--- src/rv32_exec_cfg.svh ---
//################################################
// rv32 execute stage configuration
// data width, register count, bus address width
//################################################

`ifndef RV32_EXEC_CFG_SVH
`define RV32_EXEC_CFG_SVH

// data path and register width
`define EXEC_DATA_W 32

// architectural integer registers
`define EXEC_NREGS 32

// wishbone byte address width
`define EXEC_ADDR_W 32

`endif

--- src/rv32_exec_pkg.sv ---
//################################################
// rv32 execute stage types
// words, opcodes, alu/load/branch codes and the
// fetch, control, wishbone and retire structs
//################################################

`include "rv32_exec_cfg.svh"

package rv32_exec_pkg;

  typedef logic [`EXEC_DATA_W-1:0]         word_t;
  typedef logic [`EXEC_ADDR_W-1:0]         addr_t;
  typedef logic [$clog2(`EXEC_NREGS)-1:0]  regaddr_t;
  // one enable bit per byte lane
  typedef logic [`EXEC_DATA_W/8-1:0]       sel_t;

  // base opcodes, all-ones is the halt encoding
  typedef enum logic [6:0] {
    OP_LUI    = 7'b0110111,
    OP_AUIPC  = 7'b0010111,
    OP_JAL    = 7'b1101111,
    OP_JALR   = 7'b1100111,
    OP_BRANCH = 7'b1100011,
    OP_LOAD   = 7'b0000011,
    OP_STORE  = 7'b0100011,
    OP_IMM    = 7'b0010011,
    OP_REG    = 7'b0110011,
    OP_HALT   = 7'b1111111
  } opcode_t;

  typedef enum logic [3:0] {
    ALU_ADD, ALU_SUB, ALU_SLL, ALU_SLT, ALU_SLTU,
    ALU_XOR, ALU_SRL, ALU_SRA, ALU_OR, ALU_AND
  } alu_op_t;

  // funct3 coding, stores use the same field
  typedef enum logic [2:0] {
    LB  = 3'b000,
    LH  = 3'b001,
    LW  = 3'b010,
    LBU = 3'b100,
    LHU = 3'b101
  } load_type_t;

  typedef enum logic [2:0] {
    BEQ  = 3'b000,
    BNE  = 3'b001,
    BLT  = 3'b100,
    BGE  = 3'b101,
    BLTU = 3'b110,
    BGEU = 3'b111
  } branch_type_t;

  // operand and writeback selects
  typedef enum logic {A_RS1, A_PC} a_sel_t;
  typedef enum logic [1:0] {B_RS2, B_IMM_I, B_IMM_S, B_IMM_U} b_sel_t;
  typedef enum logic [1:0] {W_LOAD, W_PC4, W_IMM_U, W_ALU} w_sel_t;

  typedef struct packed {
    logic  valid;
    word_t instr;
    word_t pc;
    word_t pc4;
    logic  prediction;
  } fetch_ex_t;

  typedef struct packed {
    regaddr_t     rs1;
    regaddr_t     rs2;
    regaddr_t     rd;
    alu_op_t      alu_op;
    a_sel_t       alu_a_sel;
    b_sel_t       alu_b_sel;
    w_sel_t       w_sel;
    logic         wen;
    logic         dren;
    logic         dwen;
    load_type_t   load_type;
    logic         branch;
    branch_type_t branch_type;
    logic         jump;
    // 1 selects jal, 0 jalr
    logic         j_sel;
    logic         halt;
    logic         illegal;
    word_t        imm_i;
    word_t        imm_s;
    word_t        imm_sb;
    word_t        imm_uj;
    word_t        imm_u;
  } ctrl_t;

  typedef struct packed {
    logic  cyc;
    logic  stb;
    logic  we;
    sel_t  sel;
    addr_t adr;
    word_t dat;
  } wb_m2s_t;

  typedef struct packed {
    word_t dat;
    logic  ack;
  } wb_s2m_t;

  typedef struct packed {
    logic     en;
    regaddr_t rd;
    word_t    data;
  } retire_t;

endpackage

--- src/control_unit.sv ---
//################################################
// control unit
// decodes one rv32i instruction into the control
// struct with sign-extended immediates
//################################################

module control_unit (
  input  rv32_exec_pkg::word_t instr,
  output rv32_exec_pkg::ctrl_t ctrl
);

  import rv32_exec_pkg::*;

  opcode_t    opcode;
  logic [2:0] funct3;
  logic       funct7_b5;

  assign opcode    = opcode_t'(instr[6:0]);
  assign funct3    = instr[14:12];
  // sub / sra select bit
  assign funct7_b5 = instr[30];

  // shared alu op decode for op and op-imm
  function automatic alu_op_t decode_alu(input logic [2:0] f3, input logic alt);
    case (f3)
      3'b000:  decode_alu = alt ? ALU_SUB : ALU_ADD;
      3'b001:  decode_alu = ALU_SLL;
      3'b010:  decode_alu = ALU_SLT;
      3'b011:  decode_alu = ALU_SLTU;
      3'b100:  decode_alu = ALU_XOR;
      3'b101:  decode_alu = alt ? ALU_SRA : ALU_SRL;
      3'b110:  decode_alu = ALU_OR;
      default: decode_alu = ALU_AND;
    endcase
  endfunction

  always_comb begin
    // everything off by default
    ctrl = '0;
    ctrl.rs1 = instr[19:15];
    ctrl.rs2 = instr[24:20];
    ctrl.rd  = instr[11:7];
    ctrl.load_type   = load_type_t'(funct3);
    ctrl.branch_type = branch_type_t'(funct3);
    // immediates, all sign-extended from bit 31
    ctrl.imm_i  = {{20{instr[31]}}, instr[31:20]};
    ctrl.imm_s  = {{20{instr[31]}}, instr[31:25], instr[11:7]};
    ctrl.imm_sb = {{19{instr[31]}}, instr[31], instr[7], instr[30:25], instr[11:8], 1'b0};
    ctrl.imm_uj = {{11{instr[31]}}, instr[31], instr[19:12], instr[20], instr[30:21], 1'b0};
    ctrl.imm_u  = {instr[31:12], 12'b0};
    case (opcode)
      OP_LUI: begin
        ctrl.wen   = 1'b1;
        ctrl.w_sel = W_IMM_U;
      end
      OP_AUIPC: begin
        ctrl.wen       = 1'b1;
        ctrl.alu_a_sel = A_PC;
        ctrl.alu_b_sel = B_IMM_U;
        ctrl.w_sel     = W_ALU;
      end
      OP_JAL, OP_JALR: begin
        ctrl.wen   = 1'b1;
        ctrl.jump  = 1'b1;
        ctrl.j_sel = (opcode == OP_JAL);
        // link value
        ctrl.w_sel = W_PC4;
      end
      OP_BRANCH: begin
        // funct3 010 and 011 are unused
        ctrl.branch  = (funct3[2:1] != 2'b01);
        ctrl.illegal = (funct3[2:1] == 2'b01);
      end
      OP_LOAD: begin
        if (funct3 inside {3'b000, 3'b001, 3'b010, 3'b100, 3'b101}) begin
          ctrl.wen       = 1'b1;
          ctrl.dren      = 1'b1;
          ctrl.alu_b_sel = B_IMM_I;
          ctrl.w_sel     = W_LOAD;
        end else begin
          ctrl.illegal = 1'b1;
        end
      end
      OP_STORE: begin
        // sb, sh, sw only
        ctrl.dwen      = (funct3[2] == 1'b0) && (funct3 != 3'b011);
        ctrl.illegal   = !ctrl.dwen;
        ctrl.alu_b_sel = B_IMM_S;
      end
      OP_IMM: begin
        ctrl.wen       = 1'b1;
        ctrl.alu_b_sel = B_IMM_I;
        ctrl.w_sel     = W_ALU;
        // bit 30 only matters for srai
        ctrl.alu_op    = decode_alu(funct3, funct7_b5 && (funct3 == 3'b101));
      end
      OP_REG: begin
        ctrl.wen    = 1'b1;
        ctrl.w_sel  = W_ALU;
        ctrl.alu_op = decode_alu(funct3, funct7_b5);
      end
      OP_HALT: begin
        ctrl.halt    = (instr == '1);
        ctrl.illegal = (instr != '1);
      end
      default: ctrl.illegal = 1'b1;
    endcase
  end

endmodule

--- src/reg_file.sv ---
//################################################
// integer register file
// two async read ports, one sync write port,
// x0 reads as zero
//################################################

`include "rv32_exec_cfg.svh"

module reg_file (
  input  logic                    CLK,
  input  logic                    nRST,
  input  rv32_exec_pkg::regaddr_t rs1,
  input  rv32_exec_pkg::regaddr_t rs2,
  output rv32_exec_pkg::word_t    rs1_data,
  output rv32_exec_pkg::word_t    rs2_data,
  input  logic                    wen,
  input  rv32_exec_pkg::regaddr_t rd,
  input  rv32_exec_pkg::word_t    w_data
);

  import rv32_exec_pkg::*;

  word_t regs [`EXEC_NREGS];

  always_ff @(posedge CLK, negedge nRST) begin
    if (!nRST) begin
      for (int i = 0; i < `EXEC_NREGS; i++) begin
        regs[i] <= '0;
      end
    end else if (wen && (rd != '0)) begin
      // x0 writes dropped here
      regs[rd] <= w_data;
    end
  end

  assign rs1_data = (rs1 == '0) ? '0 : regs[rs1];
  assign rs2_data = (rs2 == '0) ? '0 : regs[rs2];

  // x0 storage must stay clear across every write
  a_x0_zero: assert property (@(posedge CLK) disable iff (!nRST) regs[0] == '0);

endmodule

--- src/alu.sv ---
//################################################
// integer alu
// rv32i add, sub, shift, compare and logic ops
//################################################

module alu (
  input  rv32_exec_pkg::alu_op_t aluop,
  input  rv32_exec_pkg::word_t   port_a,
  input  rv32_exec_pkg::word_t   port_b,
  output rv32_exec_pkg::word_t   port_out
);

  import rv32_exec_pkg::*;

  logic [4:0] shamt;
  logic       lt_s;
  logic       lt_u;

  // only the low 5 bits shift
  assign shamt = port_b[4:0];
  assign lt_s  = $signed(port_a) < $signed(port_b);
  assign lt_u  = port_a < port_b;

  always_comb begin
    case (aluop)
      ALU_ADD:  port_out = port_a + port_b;
      ALU_SUB:  port_out = port_a - port_b;
      ALU_SLL:  port_out = port_a << shamt;
      // compares give 0 or 1
      ALU_SLT:  port_out = word_t'(lt_s);
      ALU_SLTU: port_out = word_t'(lt_u);
      ALU_XOR:  port_out = port_a ^ port_b;
      ALU_SRL:  port_out = port_a >> shamt;
      // arithmetic shift keeps the sign
      ALU_SRA:  port_out = word_t'($signed(port_a) >>> shamt);
      ALU_OR:   port_out = port_a | port_b;
      ALU_AND:  port_out = port_a & port_b;
      default:  port_out = '0;
    endcase
  end

endmodule

--- src/branch_res.sv ---
//################################################
// branch resolver
// evaluates the branch condition and computes
// the branch target apart from the alu
//################################################

module branch_res (
  input  rv32_exec_pkg::word_t        rs1_data,
  input  rv32_exec_pkg::word_t        rs2_data,
  input  rv32_exec_pkg::word_t        pc,
  input  rv32_exec_pkg::word_t        imm_sb,
  input  rv32_exec_pkg::branch_type_t branch_type,
  output logic                        branch_taken,
  output rv32_exec_pkg::word_t        branch_addr
);

  import rv32_exec_pkg::*;

  logic eq;
  logic lt_s;
  logic lt_u;

  assign eq   = rs1_data == rs2_data;
  assign lt_s = $signed(rs1_data) < $signed(rs2_data);
  assign lt_u = rs1_data < rs2_data;

  always_comb begin
    case (branch_type)
      BEQ:     branch_taken = eq;
      BNE:     branch_taken = !eq;
      BLT:     branch_taken = lt_s;
      BGE:     branch_taken = !lt_s;
      BLTU:    branch_taken = lt_u;
      BGEU:    branch_taken = !lt_u;
      default: branch_taken = 1'b0;
    endcase
  end

  // own adder so the alu stays free
  assign branch_addr = pc + imm_sb;

endmodule

--- src/dmem_lsu.sv ---
//################################################
// data memory unit
// byte lanes, store replication, load extension,
// misalignment check, wishbone classic master
//################################################

module dmem_lsu (
  input  logic                      CLK,
  input  logic                      nRST,
  input  logic                      dren,
  input  logic                      dwen,
  input  rv32_exec_pkg::load_type_t load_type,
  input  rv32_exec_pkg::word_t      addr,
  input  rv32_exec_pkg::word_t      store_data,
  output rv32_exec_pkg::wb_m2s_t    wbm,
  input  rv32_exec_pkg::wb_s2m_t    wbs,
  output rv32_exec_pkg::word_t      load_data,
  output logic                      busy,
  output logic                      mal_addr
);

  import rv32_exec_pkg::*;

  sel_t    sel;
  logic    misaligned;
  word_t   lane;
  wb_m2s_t req_new;
  wb_m2s_t req_q;
  logic    pending;

  // lane enables from size and low address bits
  always_comb begin
    sel        = '0;
    misaligned = 1'b0;
    case (load_type)
      LB, LBU: sel = 4'b0001 << addr[1:0];
      LH, LHU: begin
        sel        = addr[1] ? 4'b1100 : 4'b0011;
        misaligned = addr[0];
      end
      LW: begin
        sel        = 4'b1111;
        misaligned = (addr[1:0] != 2'b00);
      end
      default: sel = '0;
    endcase
  end

  assign mal_addr = (dren | dwen) & misaligned;

  // request as presented this cycle
  always_comb begin
    req_new.cyc = (dren | dwen) & ~misaligned;
    req_new.stb = req_new.cyc;
    req_new.we  = dwen;
    req_new.sel = sel;
    // byte address, lanes picked by sel
    req_new.adr = addr;
    case (load_type)
      LB, LBU: req_new.dat = {4{store_data[7:0]}};
      LH, LHU: req_new.dat = {2{store_data[15:0]}};
      default: req_new.dat = store_data;
    endcase
  end

  // first cycle goes out combinationally
  // later cycles replay the held request
  assign wbm  = pending ? req_q : req_new;
  assign busy = wbm.cyc & ~wbs.ack;

  // clears on ack so each instruction gets one transfer
  always_ff @(posedge CLK, negedge nRST) begin
    if (!nRST) begin
      pending <= 1'b0;
    end else begin
      pending <= busy;
    end
  end

  always_ff @(posedge CLK) begin
    if (busy && !pending) begin
      req_q <= req_new;
    end
  end

  // shift the addressed lane down to bit 0
  assign lane = wbs.dat >> {addr[1:0], 3'b000};

  always_comb begin
    case (load_type)
      LB:      load_data = word_t'($signed(lane[7:0]));
      LBU:     load_data = word_t'(lane[7:0]);
      LH:      load_data = word_t'($signed(lane[15:0]));
      LHU:     load_data = word_t'(lane[15:0]);
      default: load_data = wbs.dat;
    endcase
  end

  a_stb_cyc: assert property (@(posedge CLK) disable iff (!nRST) wbm.stb |-> wbm.cyc);

  a_sel_set: assert property (@(posedge CLK) disable iff (!nRST) wbm.stb |-> wbm.sel != '0);

  // request held unchanged until the slave acks
  a_adr_hold: assert property (@(posedge CLK) disable iff (!nRST)
    wbm.stb && !wbs.ack |=> wbm.stb && $stable(wbm.adr));

endmodule

--- src/execute_stage.sv ---
//################################################
// rv32i execute stage
// decode, operands, alu, branch/jump resolution,
// load/store over wishbone and sticky halt
//################################################

module execute_stage (
  input  logic                     CLK,
  input  logic                     nRST,
  input  rv32_exec_pkg::fetch_ex_t fex,
  output logic                     ex_stall,
  output rv32_exec_pkg::word_t     brj_addr,
  output logic                     mispredict,
  output rv32_exec_pkg::wb_m2s_t   wbm,
  input  rv32_exec_pkg::wb_s2m_t   wbs,
  output rv32_exec_pkg::retire_t   retire,
  output logic                     mal_l,
  output logic                     mal_s,
  output logic                     illegal_insn,
  output logic                     halt
);

  import rv32_exec_pkg::*;

  ctrl_t ctrl;
  word_t rs1_data, rs2_data;
  word_t port_a, port_b, alu_out;
  word_t jalr_sum, jump_addr, branch_addr;
  word_t load_data, w_data;
  logic  ex_valid, branch_taken, taken_or_jump;
  logic  dren, dwen, lsu_busy, mal_addr, rf_wen;

  // halted stage treats everything as a bubble
  assign ex_valid = fex.valid & ~halt;

  control_unit u_cu (.instr(fex.instr), .ctrl(ctrl));

  reg_file u_rf (
    .CLK(CLK), .nRST(nRST),
    .rs1(ctrl.rs1), .rs2(ctrl.rs2),
    .rs1_data(rs1_data), .rs2_data(rs2_data),
    .wen(rf_wen), .rd(ctrl.rd), .w_data(w_data)
  );

  // operand muxes
  assign port_a = (ctrl.alu_a_sel == A_PC) ? fex.pc : rs1_data;
  always_comb begin
    case (ctrl.alu_b_sel)
      B_IMM_I: port_b = ctrl.imm_i;
      B_IMM_S: port_b = ctrl.imm_s;
      B_IMM_U: port_b = ctrl.imm_u;
      default: port_b = rs2_data;
    endcase
  end

  alu u_alu (.aluop(ctrl.alu_op), .port_a(port_a), .port_b(port_b), .port_out(alu_out));

  branch_res u_br (
    .rs1_data(rs1_data), .rs2_data(rs2_data), .pc(fex.pc),
    .imm_sb(ctrl.imm_sb), .branch_type(ctrl.branch_type),
    .branch_taken(branch_taken), .branch_addr(branch_addr)
  );

  assign dren  = ex_valid & ctrl.dren;
  assign dwen  = ex_valid & ctrl.dwen;
  assign mal_l = dren & mal_addr;
  assign mal_s = dwen & mal_addr;

  dmem_lsu u_lsu (
    .CLK(CLK), .nRST(nRST), .dren(dren), .dwen(dwen),
    .load_type(ctrl.load_type), .addr(alu_out), .store_data(rs2_data),
    .wbm(wbm), .wbs(wbs), .load_data(load_data),
    .busy(lsu_busy), .mal_addr(mal_addr)
  );

  // jalr target has bit 0 cleared
  assign jalr_sum  = rs1_data + ctrl.imm_i;
  assign jump_addr = ctrl.j_sel ? (fex.pc + ctrl.imm_uj) : {jalr_sum[31:1], 1'b0};

  always_comb begin
    case (ctrl.w_sel)
      W_LOAD:  w_data = load_data;
      W_PC4:   w_data = fex.pc4;
      W_IMM_U: w_data = ctrl.imm_u;
      default: w_data = alu_out;
    endcase
  end

  // loads write in their ack cycle
  assign rf_wen      = ex_valid & ctrl.wen & ~lsu_busy & ~mal_l;
  assign retire.en   = rf_wen;
  assign retire.rd   = ctrl.rd;
  assign retire.data = w_data;

  // next pc and prediction check
  assign taken_or_jump = ctrl.jump | (ctrl.branch & branch_taken);
  assign brj_addr   = ctrl.jump ? jump_addr : (taken_or_jump ? branch_addr : fex.pc4);
  assign mispredict = ex_valid & (fex.prediction ^ taken_or_jump);

  assign ex_stall     = lsu_busy;
  assign illegal_insn = ex_valid & ctrl.illegal;

  // sticky until reset
  always_ff @(posedge CLK, negedge nRST) begin
    if (!nRST) begin
      halt <= 1'b0;
    end else if (ex_valid && ctrl.halt) begin
      halt <= 1'b1;
    end
  end

  // once halted neither the bus nor the register file sees activity
  a_halt_quiet: assert property (@(posedge CLK) disable iff (!nRST)
    halt |-> !wbm.cyc && !retire.en);

endmodule

--- config.mk ---
export PLATFORM = sky130hd
export DESIGN_NAME = execute_stage
export DESIGN_NICKNAME = d
export VERILOG_FILES = /design/src/rv32_exec_pkg.sv /design/src/control_unit.sv /design/src/reg_file.sv /design/src/alu.sv /design/src/branch_res.sv /design/src/dmem_lsu.sv /design/src/execute_stage.sv
export VERILOG_INCLUDE_DIRS = /design/src /design/src/src
export SDC_FILE = /design/constraint.sdc
export NUM_CORES = 2
export LEC_CHECK = 0
export BUFFER_PORTS_ARGS = -buffer_cell sky130_fd_sc_hd__buf_2
export CAP_MARGIN = 30
export CORE_MARGIN = 8
export CORE_UTILIZATION = 50
export DETAILED_ROUTE_END_ITERATION = 8
export PLACE_DENSITY = 0.64
export SETUP_SLACK_MARGIN = 0.15
export SYNTH_ARGS = -nofsm -noshare
export SYNTH_HDL_FRONTEND = slang
export SYNTH_SLANG_ARGS = --single-unit
--- constraint.sdc ---
create_clock -name CLK -period 17.1 [get_ports CLK]
set_input_delay 0 -clock CLK [delete_from_list [all_inputs] [get_ports CLK]]
set_output_delay 0 -clock CLK [all_outputs]
set_load 0.02 [all_outputs]
==> results.md <==
- RePlAce Congestion: 1.07
- Max clock buf depth: 3
- Clock power frac: 0.380
- Most used cell along the critical path: buf_4
- Sw frac: 0.323
- Worst setup EP type: flop
- Power, Total: 0.00707 W
- Post-DP HPWL: 211 mm
- Pre-antenna DRT Iters: 8
- Largest net degree at the start of global routing: 181
- Worst path arrival time: 11,100 ps
- Top FF cell, synth: dfrtp_1
- Pins Over Slew Limit: 0
- CP max stage delay: 970 ps
- Period utilization: 0.613
- Pwr dens: 84.7 nW/um^2
- Number of global-route vias before repair: 60,100
- Core Footprint: 151,000 um^2
- Global-route met1 utilization: 0.479
- Vias per Instance: 6.98
- Mean Syn Cell Area: 11.4 um^2
- Most frequent cells after synthesis: mux2_2 (1,092), dfrtp_1 (1,026), mux2i_1 (484)
- P_sw: 0.00229 W
- Fmax: 0.0954 GHz
- Worst Path Max Fanout: 54
- Gate power share: 0.234
- Sink Count: 1,096
- Clock Skews: 37.3 ps
- Crit-path slowest cell: a221oi_1
- # setup viols final: 0
- Unrepaired setup endpoints after global routing: false
- Overflow after GRT: 0
- Initial antenna violation count: 18
- Max Cap Violations: 0
- Grt met2 use: 0.554
- Count leader, synth: mux2_2
- Share of cells above drive strength 1: 0.354
- Hold Path Class: in2reg
- Worst-Skew Late Latency: 770 ps
- Cell count after synthesis: 6,627
- Met3 usage: 0.0922
- Routed wire per std cell: 35.6 um
- Fin. Hold Viols: 0
- First-pass GRT wire length: 444 mm
- Status: complete, no violations
- Netlist cell types: 108
- Drt initial violations: 6,738
- Antenna-violating nets left: 0
- Clk root buf: clkbuf_16
- Startpoint types: input port
- Clk slew on worst S/H paths: 70 ps
- Io pins: 280
- CTS Buf Count: 117
- Top-area cell type share of the netlist area: 0.338
- Final Critical Period: 10,480 ps
- Worst-margin pin slew: 1190 ps
- Post-cts resize count: 0
- Layout area overhead: 10.1%
- GRT Max-Usage Layer: met2
- Die area: 164,000 um^2
- Fraction of registers with async set/reset: 0.936
- CTS tree: built
- Register area share after synthesis: 0.366
- DRC errors left: 0
- Final net count: 6,982
- Die Width: 406 um
- WL final: 312 mm
- Max IR drop VDD: 82.0 uV
- H-Tree Depth: 3
- Fin Setup TNS: 0 ps
- Syn Nets: 6,967
- Synth warn: 0
- Kind of critical path: in2reg
- Global-route usage over all layers: 0.369
- Vias: 61,300
- Die height: 406 um
- Rel. slew slack: 0.207
- Share of power burned in registers: 0.386
- Reg2Reg Setup Slack: 7320 ps
- Yosys top cell by area: dfrtp_1
- #FFs+latches synth: 1,096
- Initial core utilization: 0.501
- EDFF count, synth: 70
- Worst EP required: 17,730 ps
- Synth area leaders: dfrtp_1 (34%), mux2_2 (16%), mux4_2 (12%)
- Post-Syn Area: 75,900 um^2
- Internal power component: 0.00478 W
- PortBufs: 279
- Static Leak: 38.4 nW
- Row count: 143
[worst max-delay path: cells and delay by family]
family / cells / cell delay (ps)
fa+ha+maj: 1 / 350
compound gates: 13 / 4830
mux: 2 / 560
simple gates: 3 / 1160
buf+inv: 9 / 3890
[final timing paths]
kind / from / end / cells past startpoint
max in group asynchronous: nRST / u_rf.regs[413] / 6
min reg2reg: u_rf.regs[996] / u_rf.regs[996] / 0
min in group asynchronous: nRST / u_rf.regs[237] / 4
min: wbs[8] / u_rf.regs[71] / 5
max: fex[80] / u_rf.regs[531] / 28
max reg2reg: u_rf.regs[930] / u_rf.regs[531] / 26
[registers in the layout, summed over array words and instances (netlist names)]
name           flops
halt               1
u_lsu.pending      1
u_rf.regs       1024
u_lsu.req_q       70
[layout make-up]
| type | instances | area, um^2 |
|---|---|---|
| fill | 13000 | 67900 |
| tap | 2030 | 2540 |
| clock inverter | 49 | 642 |
| clock buffer | 168 | 3420 |
| timing repair buffer | 527 | 3520 |
| inverter | 160 | 601 |
| antenna | 11 | 27.5 |
| multi-input combinational | 4740 | 45000 |
| sequential | 1096 | 27800 |
[per-stage QoR]
stage | std cells | setup slack (ps) | hold slack [ps] | utilization | cell area, um^2
after CTS | 8766 | 7060 | 27.5 | 0.551 | 83400
after floorplan | 6627 | 5280 | -296 | - | 75900
after global placement | 8530 | 6310 | 115 | 0.523 | 79100
final | 8781 | 6620 | 92.5 | 0.552 | 83500
after global routing | 8774 | 6480 | 97.0 | 0.552 | 83500
after detailed placement | 8543 | 6300 | 122 | 0.524 | 79300
[logic make-up after synthesis]
kind of cell / after synthesis / share of synthesized area
AOI/OAI and AO/OA: 1291 / 0.116
buffers and inverters: 791 / 0.0463
adders and majority gates: 207 / 0.0346
and+or+nand+nor: 1123 / 0.0705
muxes: 2039 / 0.357
DFF: 1096 / 0.366
xor gates and xnor gates: 80 / 0.00924
[metal layers]
layer | vias up | wire [um]
met3 | 955 | 32200
met2 | 3691 | 135000
met1 | 31500 | 121000
met4 | 2 | 24200
li1 | 25100 | -
met5 | - | 17
[repair_timing]
item                                    4_1_cts  5_1_grt
endpoints found under the hold margin       118        0
buffers inserted                              0        0
endpoints found under the setup margin        0        0
hold buffers                                  6        0
[power by group through the flow]
stage          clock network, W  logic (W)  registers, W
2_1_floorplan                 0   0.000961       0.00276
4_1_cts                 0.00272    0.00161       0.00272
3_5_place_dp                  0    0.00160       0.00277
6_report                0.00269    0.00166       0.00273
5_1_grt                 0.00282    0.00173       0.00273
3_3_place_gp                  0    0.00159       0.00277
[placed cells by master, fill, tap and decap left out, types with 117 or more instances in the layout]
master | synthesis | routed
a22oi_1 | 137 | 137
nand2_1 | 352 | 352
o21ai_0 | 206 | 206
mux4_2 | 399 | 399
buf_2 | 155 | 277
clkbuf_16 | 0 | 117
mux2i_1 | 484 | 484
inv_1 | 149 | 149
a21oi_1 | 265 | 262
dfrtp_1 | 1026 | 1025
ha_1 | 202 | 202
buf_4 | 28 | 223
nor2_1 | 293 | 289
mux2_2 | 1092 | 1092
No activity file was read; power rests on OpenSTA's default activity.
